==> config.mk <==
export PLATFORM = sky130hd
export DESIGN_NAME = wb_slave_mux
export DESIGN_NICKNAME = d
export VERILOG_FILES = /design/src/design/soc_bus_pkg.sv /design/src/design/wb_slave_mux.sv
export SDC_FILE = /design/constraint.sdc
export NUM_CORES = 1
export LEC_CHECK = 0
export BUFFER_PORTS_ARGS = -buffer_cell sky130_fd_sc_hd__buf_4
export CORE_MARGIN = 5
export CORE_UTILIZATION = 18
export DETAILED_ROUTE_END_ITERATION = 8
export GPL_TIMING_DRIVEN = 0
export PLACE_DENSITY = 0.82
export RECOVER_POWER = 25
export SLEW_MARGIN = 20
export SYNTH_ARGS = -nofsm -noshare
export SYNTH_HDL_FRONTEND = slang
export SYNTH_SLANG_ARGS = --single-unit
==> constraint.sdc <==
create_clock -name clk_i -period 0.85 [get_ports clk_i]
set_input_delay 0.0425 -clock clk_i [delete_from_list [all_inputs] [get_ports clk_i]]
set_output_delay 0.0425 -clock clk_i [all_outputs]
set_load 0.005 [all_outputs]
==> src/design/soc_bus_pkg.sv <==
`default_nettype none

package soc_bus_pkg;

  // ##########################################################################
  // shared bus geometry
  // ##########################################################################

  localparam int unsigned bus_adr_w = 32;
  localparam int unsigned bus_dat_w = 32;
  localparam int unsigned bus_sel_w = bus_dat_w / 8;

  // one byte address, seen either whole or split into decode fields
  typedef union packed {
    logic [bus_adr_w-1:0] raw;
    struct packed {
      // selects the slave
      logic [3:0]  region;
      logic [11:0] reserved;
      // byte offset inside the slave
      logic [15:0] offset;
    } fld;
  } wb_adr_u;

  // ##########################################################################
  // address map
  // ##########################################################################

  // regions 0, 2 and 4..15 are unmapped and read as zero
  localparam logic [3:0] region_ram_c  = 4'h1;
  localparam logic [3:0] region_gpio_c = 4'h3;

  // upper bound on cycles from strobe to ack, with every core contending
  localparam int unsigned bus_timeout_c = 64;

endpackage

`default_nettype wire
==> src/design/wb_slave_mux.sv <==
`timescale 1ns/1ps
`default_nettype none

module wb_slave_mux (
  input  logic                              clk_i,
  input  logic                              rst_i,
  // from the arbiter
  input  logic                              bus_stb_i,
  input  soc_bus_pkg::wb_adr_u              bus_adr_i,
  output logic                              bus_ack_o,
  output logic [soc_bus_pkg::bus_dat_w-1:0] bus_rdat_o,
  // ram slave
  output logic                              ram_stb_o,
  input  logic                              ram_ack_i,
  input  logic [soc_bus_pkg::bus_dat_w-1:0] ram_rdat_i,
  // gpio slave
  output logic                              gpio_stb_o,
  input  logic                              gpio_ack_i,
  input  logic [soc_bus_pkg::bus_dat_w-1:0] gpio_rdat_i
);

  import soc_bus_pkg::*;

  logic unm_stb;
  logic unm_ack_q;

  // region decode
  assign ram_stb_o  = bus_stb_i && (bus_adr_i.fld.region == region_ram_c);
  assign gpio_stb_o = bus_stb_i && (bus_adr_i.fld.region == region_gpio_c);
  assign unm_stb    = bus_stb_i && !ram_stb_o && !gpio_stb_o;

  // local answer for holes in the map with one pulse per access
  always_ff @(posedge clk_i) begin
    if (rst_i) begin
      unm_ack_q <= 1'b0;
    end else begin
      unm_ack_q <= unm_stb & ~unm_ack_q;
    end
  end

  assign bus_ack_o = ram_ack_i | gpio_ack_i | unm_ack_q;

  // data follows whichever slave acked and is zero otherwise
  assign bus_rdat_o = ram_ack_i  ? ram_rdat_i  :
                      gpio_ack_i ? gpio_rdat_i : '0;

  // the read data mux relies on a single answering slave
  a_one_slave : assert property (@(posedge clk_i) disable iff (rst_i)
    $onehot0({ram_ack_i, gpio_ack_i, unm_ack_q}));

endmodule

`default_nettype wire

==> summary.txt <==
Global route
  – Vias in the first global route: 936
  – First-pass GRT wire length: 3.82 mm
  – Total grt overflow: 0
  – GRT Total Usage: 0.136
  – Largest net degree at the start of global routing: 11
  – Initial antenna violation count: 0

Critical path
  – WP depth: 5
  – CP max stage delay: 0.19 ns
  – CP Launch Type: primary input
  – Data arrival, critical path: 0.75 ns
  – CP Capture Type: output port
  – Crit path cell chain: buf_4, nor2b_4, buf_6, a22o_1, buf_4
  – Crit-path max FO: 10
  – Register-to-Register Path Depth: 1
  – Worst Path Required: 0.81 ns
  – Worst r2r src: unm_ack_q$_SDFF_PP0_
  – Most Frequent Cell on Critical Path: buf_4
  – Critical path class: primary input to output port
  – Crit path max-delay family: buffers and inverters
  – CP Buf/Inv Count: 3
  – Slowest-stage cell, CP: a22o_1
  – R2r endpoint: unm_ack_q$_SDFF_PP0_
  – Reg-to-reg slack, setup: 0.20 ns

Timing
  – Fin crit share: 0.936
  – Min cycle time layout: 0.796 ns
  – Post-route worst setup slack: 0.0545 ns
  – Slew margin rel.: 0.811
  – Hold slack: 0.212 ns
  – Final hold vios: 0
  – Fmax: 1260 MHz
  – Fin. max-slew vios: 0
  – Final setup violation count: 0
  – Clk_skew: 0 ns
  – Setup_tns: 0 ns
  – RSZ-0062 raised after global routing: false
  – Least-Margin Pin Slew: 0.283 ns

Die
  – Row count: 17
  – Starting Density: 0.189
  – Top-Level Pins: 136
  – Die height: 58.3 um
  – Die ar.: 3390 um2
  – Die W: 58.3 um
  – Core area: 2210 um2

Finish
  – # diodes: 0
  – Nets: 259
  – Area grow syn2layout: 198%
  – Most common cell after layout, fill and taps aside: buf_4
  – Most frequent cells in the layout: buf_4, a22o_1, buf_6, nand2_1, clkbuf_4
  – Reg with most FFs: unm_ack_q
  – Share of layout cells above drive strength 1: 0.731
  – Largest register FFs: 1
  – Design area: 1250 um2
  – Largest regs: unm_ack_q (1)

Worst hold path
  – Hold-critical path endpoint: unm_ack_q$_SDFF_PP0_
  – Hold Startpoint: rst_i
  – WHS Path Cells: 2
  – Worst hold-check path type: primary input to flip-flop

CTS
  – Post-cts sizing count: 0
  – Post-CTS setup buffers: 0
  – Clock latency on the worst-skew pair: 0 ns
  – Worst-path clk slew: 0 ns
  – Hold-fix buffer count after cts: 0

Power and ir drop
  – PwrDens: 560 nW/um2
  – Total power: 0.701 mW
  – VDD IR max: 0.367 mV
  – Leakage: 0.707 nW

Route
  – Wire length per cell: 14.7 um
  – WL final: 2.70 mm
  – DRC violations left: 0
  – Vias per inst: 4.83
  – DRT iter0 DRCs: 21
  – Drt pass-1 iters: 4
  – Vias post-DR: 888
  – Detail Route Antenna Nets: 0

Placement
  – Buffers on Ports: 106
  – Setup slack at placement: 0.0455 ns
  – Placement Cell Area: 1250 um2
  – Detailed placement HPWL: 2.44 mm
  – GP Congestion: 0.769

Synthesis
  – Count of cell types in the netlist: 12
  – #FFs+latches synth: 1
  – Share of the synthesized area in the top cell type: 0.627
  – Yosys warns: 0
  – Mean Syn Cell Area: 8.38 um2
  – Seq/Total Area, Yosys: 0.0478
  – Area leader, netlist: a22o_1
  – Synth top area cells: a22o_1, buf_6, dfxtp_1, buf_2, nand2_1
  – Post-Synthesis Cells: 50
  – Syn Std Cell Area: 419 um2
  – Syn_nets: 151

Run
  – Max cap viols: 0

Run status
  – Outcome: completed
routing by layer:
| layer | wire [um] | track usage | vias up |
|---|---|---|---|
| li1 | - | - | 424 |
| met1 | 860 | 0.130 | 395 |
| met2 | 1450 | 0.287 | 65 |
| met3 | 346 | 0.0356 | 4 |
| met4 | 38 | 0.0166 | 0 |
| met5 | 0 | 0 | - |
worst max-delay path by stage:
stage                endpoint            startpoint  slack (ns)
6_report        bus_rdat_o[4]            gpio_ack_i        0.05
5_1_grt             ram_stb_o         bus_adr_i[31]        0.02
4_1_cts             ram_stb_o         bus_adr_i[31]        0.05
3_5_place_dp        ram_stb_o         bus_adr_i[31]        0.05
3_3_place_gp   bus_rdat_o[31]            gpio_ack_i        0.05
2_1_floorplan       bus_ack_o  unm_ack_q$_SDFF_PP0_        0.21
metrics by stage:
stage	utilization	instances
after floorplan	-	50
after global placement	0.565	184
after detailed placement	0.565	184
after CTS	0.565	184
after global routing	0.565	184
final	0.565	184
cells in the mapped netlist:
master and n:
or3_1 1, buf_6 4, nor4b_1 1, nor2b_4 1
dfxtp_1 1, buf_2 3, and3_1 1, o21ai_1 2
a22o_1 30, nand2_1 4, and3b_1 1, nor3b_1 1
area by class of cell:
class / instances / area [um2]
timing repair buffer: 106 / 796
tap: 28 / 35.0
fill: 198 / 962
buffer: 7 / 60.1
sequential: 1 / 20.0
multi-input combinational: 42 / 339
power breakdown:
group          leakage (nW)  total (mW)  internal [mW]  switching (mW)
clock network             0           0              0               0
registers           0.00827      0.0518         0.0508         0.00102
logic                 0.698       0.649          0.452           0.197
logic make-up after synthesis:
| family | Yosys count | share of synthesized area |
|---|---|---|
| AND/OR/NAND/NOR | 10 | 0.158 |
| AO/OA/AOI/OAI | 32 | 0.651 |
| flip-flops | 1 | 0.0478 |
| buffers and inverters | 7 | 0.143 |
Note: power is estimated with default switching activity, not from simulation.
