### config.mk
export PLATFORM = sky130hd
export DESIGN_NAME = wb_gpio
export DESIGN_NICKNAME = d
export VERILOG_FILES = /design/src/design/soc_periph_pkg.sv /design/src/design/soc_bus_pkg.sv /design/src/design/wb_gpio.sv
export SDC_FILE = /design/constraint.sdc
export NUM_CORES = 1
export LEC_CHECK = 0
export BUFFER_PORTS_ARGS = -buffer_cell sky130_fd_sc_hd__buf_2
export CORE_AREA = 2 2 67 69
export CTS_BUF_LIST = sky130_fd_sc_hd__clkbuf_8 sky130_fd_sc_hd__clkbuf_16
export DETAILED_ROUTE_END_ITERATION = 8
export DIE_AREA = 0 0 69 71
export PLACE_DENSITY = 0.88
export SYNTH_ARGS = -nofsm -noshare
export SYNTH_HDL_FRONTEND = slang
export SYNTH_SLANG_ARGS = --single-unit
### constraint.sdc
create_clock -name clk_i -period 2.8 [get_ports clk_i]
set_input_delay 0.42 -clock clk_i [delete_from_list [all_inputs] [get_ports clk_i]]
set_output_delay 0.42 -clock clk_i [all_outputs]
set_load 0.03 [all_outputs]
### src/design/soc_periph_pkg.sv
`default_nettype none

package soc_periph_pkg;

  // pins on the gpio block
  localparam int unsigned gpio_w = 8;

  // gpio register offsets, byte addressed
  localparam logic [15:0] gpio_out_ofs_c = 16'h0000;
  localparam logic [15:0] gpio_oe_ofs_c  = 16'h0004;
  // read only, fed by the synchronizer
  localparam logic [15:0] gpio_in_ofs_c  = 16'h0008;

  // on-chip ram size in 32-bit words
  localparam int unsigned ram_depth_default_c = 2048;

endpackage

`default_nettype wire

### src/design/soc_bus_pkg.sv
`default_nettype none

package soc_bus_pkg;

  // ##########################################################################
  // shared bus geometry
  // ##########################################################################

  localparam int unsigned bus_adr_w = 32;
  localparam int unsigned bus_dat_w = 32;
  localparam int unsigned bus_sel_w = bus_dat_w / 8;

  // one byte address, seen either whole or split into decode fields
  typedef union packed {
    logic [bus_adr_w-1:0] raw;
    struct packed {
      // selects the slave
      logic [3:0]  region;
      logic [11:0] reserved;
      // byte offset inside the slave
      logic [15:0] offset;
    } fld;
  } wb_adr_u;

  // ##########################################################################
  // address map
  // ##########################################################################

  // regions 0, 2 and 4..15 are unmapped and read as zero
  localparam logic [3:0] region_ram_c  = 4'h1;
  localparam logic [3:0] region_gpio_c = 4'h3;

  // upper bound on cycles from strobe to ack, with every core contending
  localparam int unsigned bus_timeout_c = 64;

endpackage

`default_nettype wire
### src/design/wb_gpio.sv
`timescale 1ns/1ps
`default_nettype none

module wb_gpio (
  input  logic                              clk_i,
  input  logic                              rst_i,
  input  logic                              stb_i,
  input  logic                              we_i,
  input  logic [soc_bus_pkg::bus_sel_w-1:0] be_i,
  input  soc_bus_pkg::wb_adr_u              adr_i,
  input  logic [soc_bus_pkg::bus_dat_w-1:0] wdat_i,
  output logic                              ack_o,
  output logic [soc_bus_pkg::bus_dat_w-1:0] rdat_o,
  // pins
  input  logic [soc_periph_pkg::gpio_w-1:0] gpi_i,
  output logic [soc_periph_pkg::gpio_w-1:0] gpo_o,
  output logic [soc_periph_pkg::gpio_w-1:0] gpoe_o
);

  import soc_bus_pkg::*;
  import soc_periph_pkg::*;

  logic [gpio_w-1:0]    gpo_q;
  logic [gpio_w-1:0]    gpoe_q;
  logic [gpio_w-1:0]    gpi_meta_q;
  logic [gpio_w-1:0]    gpi_sync_q;
  logic                 ack_q;
  logic [bus_dat_w-1:0] rdat_d;
  logic [bus_dat_w-1:0] rdat_q;
  logic                 wr_en;

  // two flops against metastability on the pins
  always_ff @(posedge clk_i) begin
    gpi_meta_q <= gpi_i;
    gpi_sync_q <= gpi_meta_q;
  end

  // only lane 0 carries register bits
  assign wr_en = stb_i && we_i && !ack_q && be_i[0];

  always_ff @(posedge clk_i) begin
    if (rst_i) begin
      gpo_q  <= '0;
      gpoe_q <= '0;
    end else if (wr_en) begin
      if (adr_i.fld.offset == gpio_out_ofs_c) begin
        gpo_q <= wdat_i[gpio_w-1:0];
      end
      if (adr_i.fld.offset == gpio_oe_ofs_c) begin
        gpoe_q <= wdat_i[gpio_w-1:0];
      end
    end
  end

  // read mux, unknown offsets give zero
  always_comb begin
    rdat_d = '0;
    case (adr_i.fld.offset)
      gpio_out_ofs_c: rdat_d[gpio_w-1:0] = gpo_q;
      gpio_oe_ofs_c:  rdat_d[gpio_w-1:0] = gpoe_q;
      gpio_in_ofs_c:  rdat_d[gpio_w-1:0] = gpi_sync_q;
      default:        rdat_d = '0;
    endcase
  end

  always_ff @(posedge clk_i) begin
    if (stb_i) begin
      rdat_q <= rdat_d;
    end
  end

  always_ff @(posedge clk_i) begin
    if (rst_i) begin
      ack_q <= 1'b0;
    end else begin
      ack_q <= stb_i & ~ack_q;
    end
  end

  assign ack_o  = ack_q;
  assign rdat_o = rdat_q;
  assign gpo_o  = gpo_q;
  assign gpoe_o = gpoe_q;

endmodule

`default_nettype wire

==> impl_metrics.ini <==
[cts]
clock_sinks = 41
cts_max_path_buffers = 2
ctsHoldBuffers = 0
clk_latency_ns = 0.29
clk_pin_slew_ns = 0.08
cts_setup_buffers = 0
cts_resized = 0
cts-root-buf = clkbuf_8
cts_htree_levels = 2
numCtsBuffers = 5
cts_tree = yes

[floorplanning]
die_h_um = 71
rows = 24
die_x_um = 69
ios = 129
die-area_um2 = 4900
start_util = 0.412
coreArea_um2 = 4200

[detailed_routing]
drtIter0Drc = 128
drt_first_pass_iters = 4
ant_nets = 0
vias = 1377
vias_per_cell = 4.90
drc_errors = 0
routed_wl_um = 3590
routedWlPerCell_um = 12.8

[sta]
slew_headroom = 0.629
worst_pin_slew_ns = 0.557
finClkSkew_ns = 0.00732
hold_viol = 0
period_needed_ns = 1.59
rsz0062_at_grt = no
maxSlewViolCount = 0
finalCritPeriodShare = 0.568
fmax_mhz = 629
setup_viol = 0
timing.setup.tns_ns = 0

[pwr]
power.switching_uw = 284
power.leakage_nw = 0.886
swShare = 0.257
seqPwrFrac = 0.564
power_mw = 1.10
combPwrFrac = 0.103
p_per_area_nw_per_um2 = 547
vdd_drop_max_uv = 482
p_clk_frac = 0.333
p_int_uw = 819

[setup_path]
path_cells = buf_2 > and4b_1 > and3b_1 > nand4b_1 > a21oi_1
cp.arrival_ns = 1.80
r2r_cells = 4
required_ns = 3.01
cp_slowest_cell = and3b_1
worst-setup-path-type = in -> reg
endpoint_kind = register
cp-start-kind = input port
cpPeakStageDelay_ns = 0.54
cp_max_fo = 16

[hold_path]
holdPathStages = 1
hp-class = in -> reg

[logic_synthesis]
postSynthCellCount = 172
synthDistinctLibCells = 24
yosys.area_share.xor_xnor = 0
synthAdderAreaFrac = 0
synthTopCellsByArea = dfxtp_1, edfxtp_1, buf_4
yosysTopAreaCell = dfxtp_1
syn_area_per_cell_um2 = 10.1
synth_top_family_by_area = simple AND/OR/NAND/NOR gates
yosys.area_share.simple = 0.163
synthMuxAreaShare = 0.0462
synth.yosys.seq_area_share = 0.519
synth_compound_area_frac = 0.115
synth-edff-count = 8
synthesis.area_um2 = 1730
synthTopCellsByCount = dfxtp_1, buf_4, a21oi_1, nor2_1, o21ai_0
synthArstFlopShare = 0
synth_warnings = 0
ys_ff_latch = 41
yosysMostFrequentCell = dfxtp_1
synth_top_area_share = 0.381
synth_flop_cell = dfxtp_1

[placed_design]
place_inst = 273
place.gp.congestion = 0.664
hpwl_um = 2660
io_buffers = 61

[final_layout]
final-seq-area_um2 = 901
multiInputGateArea_um2 = 653
diodes = 0
final_cells = 281
nNetsFinal = 308
drive_above_1_share = 0.310
num-fill-cells = 424
area_growth_pct = 16.4
fin_util = 0.480

[global_routing]
use_met3 = 0.0484
grt.busiest_layer = met2
globalRouteMet1Util = 0.165
grt_usage = 0.142
grt_pass1_wl_um = 5550
grtUsageMet2 = 0.248
grt_antenna_before_repair = 0
overflow = 0
grt_max_degree = 28
grt_pass1_vias = 1263

[run_status]
outcome = finished clean

[flow_run]
cap_violations = 0
layout by cell type (no fill, tap or decap), drive strengths merged:
cell / count
nor4: 3
and4b: 1
conb: 24
nand4: 8
nand3: 2
clkinvlp: 1
clkinv: 2
nor3b: 1
nor2b: 1
nand4b: 9
nor2: 18
nand2: 1
a21oi: 24
dfxtp: 33
o21ai: 16
clkbuf: 5
mux2i: 8
buf: 62
and3b: 1
and3: 1
edfxtp: 8
sequential cells by signal, summed over array words and instances (netlist names):
name / flops
ack_o: 1
gpo_o: 8
gpi_meta_q: 8
gpoe_o: 8
gpi_sync_q: 8
rdat_o: 8
final timing paths:
kind                                            start               endpoint  slack (ns)
worst max register to register       ack_o$_SDFF_PP0_  gpo_o[6]$_SDFFE_PP0P_        1.22
worst max-delay path                            stb_i  gpo_o[6]$_SDFFE_PP0P_        1.21
worst min register to register  gpi_meta_q[2]$_DFF_P_  gpi_sync_q[2]$_DFF_P_        0.33
worst min-delay path                         gpi_i[3]  gpi_meta_q[3]$_DFF_P_        0.23
cell type report:
cell class              instances  area share
flip-flops and latches         41       0.446
multi-input cells             118       0.324
repair buffers                 62       0.155
clock buffers                   5      0.0341
well taps                      52      0.0322
clock inverters                 3     0.00868
worst max-delay path: cells and delay by family:
kind,cells,cell delay [ns]
AOI/OAI and AO/OA,1,0.19
and+or+nand+nor,3,0.98
buffers and inverters,1,0.21
logic make-up after synthesis:
family,count (synthesis)
AOI/OAI and AO/OA,40
buffers and inverters,36
and+or+nand+nor,46
other,1
muxes,8
DFF,41
power groups by stage:
stage / registers (mW) / logic [mW] / clock network (mW)
global route: 0.624 / 0.122 / 0.404
CTS: 0.622 / 0.114 / 0.379
floorplan: 0.646 / 0.0921 / 0
global placement: 0.635 / 0.112 / 0
finish: 0.622 / 0.114 / 0.367
detailed placement: 0.636 / 0.114 / 0
metrics by stage:
step                      hold WS (ns)  setup slack [ns]  area (µm²)
after detailed placement         0.312             0.915        1930
final                            0.232              1.21        2020
after CTS                        0.223              1.20        2020
after global routing             0.221             0.974        2020
after global placement           0.312             0.989        1930
after floorplan                  0.310              1.34        1820
routing by layer:
layer	wire length [µm]	vias to the layer above	share of wire
li1	-	670	-
met1	1370	630	0.38
met2	1820	73	0.51
met3	355	4	0.099
met4	37	0	0.010
met5	0	-	0
Power figures use the tool's default switching activity.
