==> src/design/soc_bus_pkg.sv <==
`default_nettype none

package soc_bus_pkg;

  // ##########################################################################
  // shared bus geometry
  // ##########################################################################

  localparam int unsigned bus_adr_w = 32;
  localparam int unsigned bus_dat_w = 32;
  localparam int unsigned bus_sel_w = bus_dat_w / 8;

  // one byte address, seen either whole or split into decode fields
  typedef union packed {
    logic [bus_adr_w-1:0] raw;
    struct packed {
      // selects the slave
      logic [3:0]  region;
      logic [11:0] reserved;
      // byte offset inside the slave
      logic [15:0] offset;
    } fld;
  } wb_adr_u;

  // ##########################################################################
  // address map
  // ##########################################################################

  // regions 0, 2 and 4..15 are unmapped and read as zero
  localparam logic [3:0] region_ram_c  = 4'h1;
  localparam logic [3:0] region_gpio_c = 4'h3;

  // upper bound on cycles from strobe to ack, with every core contending
  localparam int unsigned bus_timeout_c = 64;

endpackage

`default_nettype wire
==> src/design/wb_arbiter.sv <==
`timescale 1ns/1ps
`default_nettype none

module wb_arbiter #(
  parameter int unsigned NUM_CORES = 4
) (
  input  logic                                              clk_i,
  input  logic                                              rst_i,
  // per-core instruction and data ports
  input  logic [NUM_CORES-1:0]                              imem_stb_i,
  input  logic [NUM_CORES-1:0][soc_bus_pkg::bus_adr_w-1:0]  imem_adr_i,
  input  logic [NUM_CORES-1:0]                              dmem_stb_i,
  input  logic [NUM_CORES-1:0]                              dmem_we_i,
  input  logic [NUM_CORES-1:0][soc_bus_pkg::bus_sel_w-1:0]  dmem_be_i,
  input  logic [NUM_CORES-1:0][soc_bus_pkg::bus_adr_w-1:0]  dmem_adr_i,
  input  logic [NUM_CORES-1:0][soc_bus_pkg::bus_dat_w-1:0]  dmem_wdat_i,
  output logic [NUM_CORES-1:0]                              ack_o,
  output logic [NUM_CORES-1:0][soc_bus_pkg::bus_dat_w-1:0]  rdat_o,
  // shared bus
  output logic                                              bus_stb_o,
  output logic                                              bus_we_o,
  output logic [soc_bus_pkg::bus_sel_w-1:0]                 bus_be_o,
  output soc_bus_pkg::wb_adr_u                              bus_adr_o,
  output logic [soc_bus_pkg::bus_dat_w-1:0]                 bus_wdat_o,
  input  logic                                              bus_ack_i,
  input  logic [soc_bus_pkg::bus_dat_w-1:0]                 bus_rdat_i
);

  import soc_bus_pkg::*;

  localparam int unsigned IDX_W = (NUM_CORES > 1) ? $clog2(NUM_CORES) : 1;

  logic [NUM_CORES-1:0]                req_stb;
  logic [NUM_CORES-1:0]                req_we;
  logic [NUM_CORES-1:0][bus_sel_w-1:0] req_be;
  logic [NUM_CORES-1:0][bus_adr_w-1:0] req_adr;

  logic             busy_q;
  logic [IDX_W-1:0] grant_q;
  logic [IDX_W-1:0] next_idx;

  // ##########################################################################
  // port merge and return path per core
  // ##########################################################################

  for (genvar c = 0; c < NUM_CORES; c++) begin : g_core
    // a fetch wins the merge with a full word and no write
    assign req_stb[c] = imem_stb_i[c] | dmem_stb_i[c];
    assign req_we[c]  = imem_stb_i[c] ? 1'b0 : dmem_we_i[c];
    assign req_be[c]  = imem_stb_i[c] ? {bus_sel_w{1'b1}} : dmem_be_i[c];
    assign req_adr[c] = imem_stb_i[c] ? imem_adr_i[c] : dmem_adr_i[c];

    // only the granted core sees ack and data
    assign ack_o[c]  = busy_q && (grant_q == IDX_W'(c)) && bus_ack_i;
    assign rdat_o[c] = (busy_q && (grant_q == IDX_W'(c))) ? bus_rdat_i : '0;
  end

  // ##########################################################################
  // round-robin grant
  // ##########################################################################

  // first requester after the last one served
  always_comb begin
    int unsigned cand;
    next_idx = grant_q;
    for (int unsigned i = NUM_CORES; i >= 1; i--) begin
      cand = (int'(grant_q) + i) % NUM_CORES;
      if (req_stb[cand]) begin
        next_idx = IDX_W'(cand);
      end
    end
  end

  // reset pointer at the last core so core 0 goes first
  always_ff @(posedge clk_i) begin
    if (rst_i) begin
      busy_q  <= 1'b0;
      grant_q <= IDX_W'(NUM_CORES - 1);
    end else if (busy_q) begin
      busy_q <= ~bus_ack_i;
    end else if (|req_stb) begin
      busy_q  <= 1'b1;
      grant_q <= next_idx;
    end
  end

  assign bus_stb_o     = busy_q & req_stb[grant_q];
  assign bus_we_o      = req_we[grant_q];
  assign bus_be_o      = req_be[grant_q];
  assign bus_adr_o.raw = req_adr[grant_q];
  assign bus_wdat_o    = dmem_wdat_i[grant_q];

  a_one_strobe_per_core : assert property (@(posedge clk_i) disable iff (rst_i)
    (imem_stb_i & dmem_stb_i) == '0);

  // the owner keeps its request still until the slave has answered
  a_grant_held : assert property (@(posedge clk_i) disable iff (rst_i)
    busy_q && !bus_ack_i |=> bus_stb_o && $stable({bus_we_o, bus_be_o, bus_adr_o.raw}));

endmodule

`default_nettype wire

==> config.mk <==
export PLATFORM = sky130hd
export DESIGN_NAME = wb_arbiter
export DESIGN_NICKNAME = d
export VERILOG_FILES = /design/src/design/soc_bus_pkg.sv /design/src/design/wb_arbiter.sv
export SDC_FILE = /design/constraint.sdc
export NUM_CORES = 1
export LEC_CHECK = 0
export BUFFER_PORTS_ARGS = -buffer_cell sky130_fd_sc_hd__buf_2
export CORE_AREA = 10 10 246 248
export DETAILED_ROUTE_END_ITERATION = 12
export DIE_AREA = 0 0 256 258
export PLACE_DENSITY_LB_ADDON = 0.12
export SLEW_MARGIN = 20
export SYNTH_ARGS = -nofsm -noshare
export SYNTH_HDL_FRONTEND = slang
export SYNTH_SLANG_ARGS = --single-unit
==> constraint.sdc <==
create_clock -name clk_i -period 2.25 [get_ports clk_i]
set_input_delay 0.225 -clock clk_i [delete_from_list [all_inputs] [get_ports clk_i]]
set_output_delay 0.225 -clock clk_i [all_outputs]
set_load 0.01 [all_outputs]
==> results of run 1 <==
## critical path, delay by kind of cell, from the launching register on
family        cells  cell delay [ps]
buf+inv           3              740
fa+ha+maj         1              290
simple gates      1              180
flops             1              360
## cells in the final DEF (no fill, tap or decap)
cell,count
a211oi_1,2
mux2i_1,128
clkinv_1,1
or3b_2,1
inv_1,35
a221oi_1,2
nand2_1,1
a2bb2oi_1,1
nor3_1,3
o221ai_1,4
o21a_1,1
o21ai_0,4
and3_1,132
diode_2,4
o31a_1,2
o31ai_1,1
nor2_1,7
clkbuf_16,3
buf_12,12
mux4_2,65
dfxtp_2,2
nor4bb_1,1
nor2b_2,1
nor4_1,4
o311ai_1,2
nor4b_1,2
a21oi_1,2
inv_2,1
o41ai_1,1
clkbuf_1,1
buf_2,648
dfxtp_4,1
o22ai_1,4
nand2b_1,2
buf_4,14
ha_1,4
or2_2,2
or3_1,2
## how the worst min path moves through the flow
stage,startpoint,end,slack (ps),cells past startpoint
floorplan,rst_i,busy_q,300,1
global placement,rst_i,busy_q,410,2
detailed placement,rst_i,busy_q,410,2
CTS,rst_i,busy_q,180,2
global route,rst_i,busy_q,190,2
finish,rst_i,busy_q,190,2
## sequential cells by signal (all words and copies together), names as in the netlist
signal and flops:
busy_q 1, grant_q 2
## metrics by stage
step / instances / util, %
finish: 1859 / 15.8
global route: 1856 / 15.8
CTS: 1855 / 15.8
detailed placement: 1851 / 15.6
global placement: 1851 / 15.6
floorplan: 480 / -
## repair_timing
| item | 4_1_cts | 5_1_grt |
|---|---|---|
| setup endpoints to repair | 0 | 1 |
| hold buffers | 0 | 0 |
| resized for setup | 0 | 1 |
## routing by layer
| layer | track usage [%] | vias to the layer above | share of wire, % |
|---|---|---|---|
| li1 | - | 3132 | - |
| met1 | 10.8 | 3148 | 35 |
| met2 | 21.8 | 426 | 54 |
| met3 | 4.25 | 26 | 9.4 |
| met4 | 0.909 | 4 | 0.99 |
| met5 | 0 | - | 0.067 |
## power groups by stage
stage | Clock (uW) | Sequential [uW] | Combinational, uW
after global placement | 0 | 78.5 | 2600
after CTS | 282 | 78.3 | 2590
after detailed placement | 0 | 78.8 | 2580
after floorplan | 0 | 67.3 | 1330
after global routing | 289 | 79.2 | 2740
final | 280 | 77.0 | 2500
## kinds of logic (layout without fill, tap and decap cells)
logic type	after synthesis	after routing	synth area share (%)
AOI/OAI and AO/OA	26	26	4.29
adders and majority gates	4	4	1.13
buffers and inverters	96	715	9.39
DFF	3	3	1.35
muxes	193	193	61.9
other	0	4	0
and+or+nand+nor	158	158	22.0
## final cells by class
class / instances / area [um2]
diodes: 4 / 10.0
clock buffers: 4 / 78.8
fillers: 6491 / 46900
inverters: 37 / 139
multi-input cells: 381 / 3960
flip-flops and latches: 3 / 66.3
well taps: 756 / 946
repair buffers: 674 / 3590
==> results_dict.tcl, run 1 <==
set metrics [dict create \
    status "finished, final reports clean" \
    fin_area_mm2 0.00879 \
    tightest_slew_ps 503 \
    power_switching_uw 1320 \
    finalPower_uw 2860 \
    r2r_start "grant_q[0]" \
    wl_per_cell_um 20.9 \
    final_hold_viol_count 0 \
    intPower_uw 1540 \
    io_pins 649 \
    syn_area_mm2 0.00444 \
    irDropWorstVdd_v 0.000286 \
    max_stage_delay_ps 410 \
    setup_viol 0 \
    p_comb_share_pct 87.5 \
    dp_hpwl_mm 33.7 \
    post_cts_buffers 0 \
    antenna_found_initial 15 \
    fin_skew_ps 1.62 \
    yosysMostFrequentCell "and3_1" \
    grt_max_degree 89 \
    synthFlopType "dfxtp_1" \
    max_cap_viol_count 0 \
    crit_path_start "grant_q[1]" \
    dp_slack_ps 253 \
    netlist_top_cells_count "132 x and3_1, 128 x mux2i_1, 65 x mux4_2, 35 x inv_1, 29 x clkbuf_1" \
    reg2regPathDepth 5 \
    r2r_slack_ps 400 \
    nets 1551 \
    r2r_end "grant_q[1]" \
    cts.sinks 3 \
    cp_slowest_cell "buf_4" \
    syn_avg_cell_area_um2 9.25 \
    synth_area_leaders "mux4_2 33%, mux2i_1 29%, and3_1 19%, inv_1 3.0%, clkbuf_1 2.5%" \
    post-route-period-util_pct 91.0 \
    area_delta_synth_final_pct 98.1 \
    placed_area_mm2 0.00870 \
    finalMaxSlewViolations 0 \
    track_usage_pct 10.9 \
    die_w_um 256 \
    rsz0062_at_grt "false" \
    insertion_delay_ps 220 \
    ys_warn_count 0 \
    worstPathRequired_ps 2030 \
    finalSetupTns_ps 0 \
    fin_crit_ps 2050 \
    die_area_mm2 0.0660 \
    io_buffers 648 \
    die_y_um 258 \
    hold_path.class "input port to register" \
    row_count 87 \
    avgViaCountPerCell 3.62 \
    critical_path_class "register to output pin" \
    core-area_mm2 0.0557 \
    initial_utilization_pct 7.96 \
    ant_nets 0 \
    critPathMaxFanout 34 \
    fin_ws_ps 202 \
    power_density_mw_per_mm2 325 \
    cts_root_buffer "clkbuf_16" \
    seq_area_frac_synth_pct 1.35 \
    worst_setup_path_start_kind "register" \
    switching_share_pct 46.0 \
    syn_inst 480 \
    drive_above_1_share_pct 68.2 \
    clockBufferDepth 2 \
    synth_edf_count 0 \
    first_pass_iters 6 \
    p_clk_share_pct 9.8 \
    grt_pass1_vias 7543 \
    vias 6736 \
    cts_max_level 1 \
    async_reset_ff_share_pct 0 \
    holdWs_ps 187 \
    routabilityCongestion 0.840 \
    relSlewSlack_pct 66.4 \
    synth_cell_types 35 \
    totalWireLength_mm 38.8 \
    synth_top_cell_area_share_pct 33.0 \
    end_kind "output pin" \
    crit_chain "buf_4 -> ha_1 -> buf_12 -> and3_1 -> buf_2" \
    endpoint "rdat_o[109]" \
    route.detailed.drc 0 \
    first_iter_violations 266 \
    fmax_mhz 488 \
    power_frac_seq_pct 2.7 \
    tritoncts "done" \
    grt_overflow 0 \
    yosysTopAreaCell "mux4_2" \
    critPathArrivalTime_ps 1820 \
    synth_nets 931 \
    leakage_uw 0.00527 \
    ys_ff_latch 3 \
    numCtsBuffers 3 \
    grt_pass1_wl_mm 54.3 \
    clk_pin_slew_ps 30 \
]
No activity file was read; power rests on OpenSTA's default activity.
==> inputs of run 2 (changes only) <==
--- a/config.mk
+++ b/config.mk
@@ -10,6 +10,7 @@
 export DETAILED_ROUTE_END_ITERATION = 12
 export DIE_AREA = 0 0 256 258
 export PLACE_DENSITY_LB_ADDON = 0.12
+export SETUP_SLACK_MARGIN = 0.4
 export SLEW_MARGIN = 20
 export SYNTH_ARGS = -nofsm -noshare
 export SYNTH_HDL_FRONTEND = slang
==> results_dict.tcl, run 2 (same netlist as run 1, synthesis figures left out) <==
set metrics [dict create \
    initial_utilization_pct 7.96 \
    grt_pass1_vias 7912 \
    r2r_end "grant_q[0]" \
    grt_pass1_wl_mm 60.4 \
    totalWireLength_mm 44.6 \
    finalSetupTns_ps 0 \
    fmax_mhz 524 \
    finalMaxSlewViolations 0 \
    critPathMaxFanout 7 \
    route.detailed.drc 0 \
    power_switching_uw 1660 \
    final_hold_viol_count 0 \
    relSlewSlack_pct 65.0 \
    reg_top3 "grant_q x2, busy_q x1" \
    ant_nets 0 \
    die_w_um 256 \
    power_density_mw_per_mm2 380 \
    clk_pin_slew_ps 30 \
    cts_hold_buf 0 \
    first_pass_iters 5 \
    p_clk_share_pct 7.1 \
    cts.sinks 3 \
    fin_skew_ps 0.969 \
    fin_area_mm2 0.0105 \
    io_buffers 648 \
    fin_crit_ps 1910 \
    p_comb_share_pct 90.7 \
    track_usage_pct 12.4 \
    row_count 87 \
    hold_path.class "input port to register" \
    power_frac_seq_pct 2.2 \
    grt_overflow 0 \
    max_cap_viol_count 0 \
    r2r_start "grant_q[0]" \
    hold_depth 2 \
    core-area_mm2 0.0557 \
    critical_path_class "register to output pin" \
    status "finished, final reports clean" \
    worst_setup_path_start_kind "register" \
    tightest_slew_ps 520 \
    nets 1603 \
    cts_root_buffer "clkbuf_16" \
    reg2regPathDepth 7 \
    vias 7034 \
    worstPathRequired_ps 2030 \
    cts_max_level 1 \
    post-route-period-util_pct 84.7 \
    area_delta_synth_final_pct 137 \
    critPathArrivalTime_ps 1680 \
    hold_path_end "busy_q" \
    antenna_found_initial 23 \
    clockBufferDepth 2 \
    final_cell_mix "576 x buf_2, 128 x mux2i_1, 107 x and3_1" \
    wl_per_cell_um 23.3 \
    io_pins 649 \
    setup_viol 0 \
    grt_max_degree 56 \
    tritoncts "done" \
    insertion_delay_ps 220 \
    switching_share_pct 41.7 \
    die_y_um 258 \
    first_iter_violations 216 \
    hp-start "rst_i" \
    intPower_uw 2320 \
    routabilityCongestion 0.845 \
    rsz0062_at_grt "true" \
    dp_hpwl_mm 35.5 \
    final_common_cell "buf_2" \
    drive_above_1_share_pct 76.1 \
    largest-register "grant_q" \
    placed_area_mm2 0.00868 \
    r2r_slack_ps 380 \
    avgViaCountPerCell 3.68 \
    largest_reg_flops 2 \
    leakage_uw 0.00582 \
    die_area_mm2 0.0660 \
    end_kind "output pin" \
    numCtsBuffers 3 \
    irDropWorstVdd_v 0.000209 \
]
-- run 2: critical path: stages (launching register included) --
cell,delay (ps)
dfxtp_4,360
buf_12,140
buf_16,160
buf_12,120
mux4_2,500
inv_2,70
buf_6,100
-- run 2: layer usage --
layer  up-vias  global-route usage (%)  share of wire [%]
li1       3241                       -                  -
met5         -                       0               0.16
met2       429                    24.1                 53
met1      3304                    12.7                 36
met3        48                    4.90                9.2
met4        12                    1.14               0.92
-- run 2: worst max-delay path by stage --
stage	from	endpoint
floorplan	grant_q[0]	grant_q[0]
CTS	grant_q[1]	bus_adr_o[0]
global placement	imem_stb_i[0]	grant_q[1]
global route	grant_q[1]	bus_adr_o[0]
finish	grant_q[1]	bus_adr_o[1]
detailed placement	imem_stb_i[0]	grant_q[1]
-- run 2: stage by stage --
stage	setup WS [ps]	instances	hold WS, ps	power (uW)	utilization [%]
2_1_floorplan	402	480	303	1420	-
3_3_place_gp	282	1849	411	2700	15.6
3_5_place_dp	249	1849	423	2680	15.6
4_1_cts	306	1893	189	3680	17.5
5_1_grt	301	1908	201	4270	18.8
6_report	343	1909	189	3990	18.8
-- run 2: final cells by class --
| type | instances | area (um2) |
|---|---|---|
| tap | 756 | 946 |
| sequential | 3 | 71.3 |
| antenna | 2 | 5.00 |
| fill | 6322 | 45200 |
| timing repair buffer | 726 | 4990 |
| multi-input combinational | 381 | 4230 |
| inverter | 37 | 178 |
| clock buffer | 4 | 78.8 |
-- run 2: timing repair --
item	in CTS	in global routing
endpoints found under the setup margin	171	144
pin swaps	7	14
gates resized for setup	70	142
buffers inserted	28	8
gates cloned	12	6
-- run 2: power by group through the flow --
stage               Clock (uW)  Sequential (uW)  Combinational [uW]
finish                     281             89.1                3610
floorplan                    0             68.5                1360
global placement             0             85.5                2610
CTS                        285             89.4                3300
detailed placement           0             85.8                2590
global route               292             92.2                3880
==> inputs of run 3 (changes only) <==
--- a/config.mk
+++ b/config.mk
@@ -6,9 +6,9 @@
 export NUM_CORES = 1
 export LEC_CHECK = 0
 export BUFFER_PORTS_ARGS = -buffer_cell sky130_fd_sc_hd__buf_2
-export CORE_AREA = 10 10 246 248
+export CORE_AREA = 10 10 248 250
 export DETAILED_ROUTE_END_ITERATION = 12
-export DIE_AREA = 0 0 256 258
+export DIE_AREA = 0 0 258 260
 export PLACE_DENSITY_LB_ADDON = 0.12
 export SETUP_SLACK_MARGIN = 0.4
 export SLEW_MARGIN = 20
==> constraint.sdc (replaced) <==
create_clock -name clk_i -period 1.9 [get_ports clk_i]
set_input_delay 0.19 -clock clk_i [delete_from_list [all_inputs] [get_ports clk_i]]
set_output_delay 0.19 -clock clk_i [all_outputs]
set_load 0.01 [all_outputs]
==> results_dict.tcl, run 3 (same netlist as run 1, synthesis figures left out) <==
set metrics [dict create \
    tightest_slew_ps 511 \
    status "finished, final reports clean" \
    max_stage_delay_ps 540 \
    clockBufferDepth 2 \
    end_kind "output pin" \
    final_cells 1902 \
    leakage_uw 0.00577 \
    relSlewSlack_pct 65.6 \
    utilization_pct 19.8 \
    first_iter_violations 220 \
    irDropWorstVdd_v 0.000277 \
    tritoncts "done" \
    dp_slack_ps 95.5 \
    row_count 87 \
    post-route-period-util_pct 99.9 \
    max_cap_viol_count 0 \
    power_density_mw_per_mm2 435 \
    met2_length_mm 24.3 \
    r2r_start "grant_q[0]" \
    numCtsBuffers 3 \
    crit_chain "buf_12 -> buf_6 -> mux4_2 -> buf_2" \
    grt_pass1_wl_mm 56.8 \
    hold_path.class "input port to register" \
    routabilityCongestion 0.787 \
    final_common_cell "buf_2" \
    fin_skew_ps 2.37 \
    ant_nets 0 \
    largest_reg_flops 2 \
    setup_viol 0 \
    die_y_um 260 \
    area_delta_synth_final_pct 151 \
    totalWireLength_mm 44.0 \
    initial_utilization_pct 7.89 \
    fmax_mhz 527 \
    fin_ws_ps 2.47 \
    cts_max_level 1 \
    crit_path_start "grant_q[0]" \
    hp-start "rst_i" \
    track_usage_pct 11.4 \
    insertion_delay_ps 220 \
    critPathMaxFanout 6 \
    worst_setup_path_start_kind "register" \
    io_buffers 648 \
    cts_root_buffer "clkbuf_16" \
    dp_hpwl_mm 35.4 \
    grt_pass1_vias 7727 \
    final_cell_mix "501 x buf_2, 150 x buf_6, 128 x mux2i_1" \
    grt_overflow 0 \
    reg_top3 "grant_q x2, busy_q x1" \
    holdWs_ps 144 \
    place_inst 1860 \
    hold_depth 2 \
    drive_above_1_share_pct 80.3 \
    rsz0062_at_grt "true" \
    worstPathRequired_ps 1710 \
    die_area_mm2 0.0671 \
    fillerInstances 6368 \
    met3_length_mm 3.64 \
    largest-register "grant_q" \
    avgViaCountPerCell 3.68 \
    core-area_mm2 0.0563 \
    io_pins 649 \
    finalMaxSlewViolations 0 \
    cp_num_cells 4 \
    fin_crit_ps 1900 \
    cp_slowest_cell "mux4_2" \
    highest_layer "met5" \
    route.detailed.drc 0 \
    vias 6993 \
    clk_pin_slew_ps 30 \
    final_hold_viol_count 0 \
    critPathTopFamily "multiplexers" \
    grt_max_degree 46 \
    nets 1598 \
    die_w_um 258 \
    cts.sinks 3 \
    critPathArrivalTime_ps 1710 \
    antenna_found_initial 5 \
    critical_path_class "register to output pin" \
    wl_per_cell_um 23.1 \
    first_pass_iters 4 \
    num_antenna_cells 0 \
    wl_met1_mm 15.6 \
    reg2regPathDepth 6 \
    crit_buf_inv 3 \
]
## run 3: cell types whose count changed in the layout (fill, tap and decap cells not counted), moves of 5 or more
cell	before	now
buf_16	13	5
and3_4	25	73
buf_8	3	8
buf_2	576	501
clkbuf_16	9	14
buf_6	75	150
and3_1	107	59
buf_4	30	23
## run 3: per-layer routing
metal | GRT usage [%] | vias to the layer above
met2 | 23.3 | 400
met1 | 11.2 | 3330
met3 | 3.96 | 24
met4 | 0.866 | 4
li1 | - | 3235
met5 | 0 | -
## run 3: layout make-up
class / instances / area [um2] / area share [%]
Sequential cell: 3 / 71.3 / 0.639
Tap cell: 756 / 946 / 8.48
Multi-Input combinational cell: 381 / 4530 / 40.6
Inverter: 37 / 156 / 1.40
Clock buffer: 4 / 78.8 / 0.707
Timing Repair Buffer: 721 / 5380 / 48.2
## run 3: worst register-to-register path: cells and delay by family (launching register included)
kind,cells,cell delay (ps)
simple gates,2,540
buf+inv,2,320
flops,1,390
compound gates,2,480
## run 3: where the power goes
| part | internal (uW) | switching (uW) | leakage [uW] |
|---|---|---|---|
| Sequential | 74.3 | 34.7 | 0.0000259 |
| Clock | 277 | 55.4 | 0.0000382 |
| Combinational | 2490 | 1920 | 0.00571 |
## run 3: path summary, 6_finish.rpt
check / to / slack [ps]
worst min register to register: busy_q / 650
worst min-delay path: busy_q / 140
worst max register to register: grant_q[1] / 80
worst max-delay path: bus_wdat_o[28] / 2
## run 3: metrics by stage
| step | power, uW | area, um2 | setup TNS (ps) |
|---|---|---|---|
| 6_report | 4850 | 11200 | 0 |
| 5_1_grt | 5180 | 11200 | -429 |
| 4_1_cts | 3970 | 9320 | 0 |
| 3_5_place_dp | 3290 | 8860 | 0 |
| 3_3_place_gp | 3300 | 8860 | 0 |
| 2_1_floorplan | 1700 | 4500 | 0 |
## run 3: what timing repair did
item | CTS | global route
pin swaps | 1 | 19
endpoints found under the setup margin | 204 | 204
setup buffers | 11 | 11
hold endpoints to repair | 0 | 0
hold buffers | 0 | 0
cloned | 4 | 12
resized for setup | 41 | 347
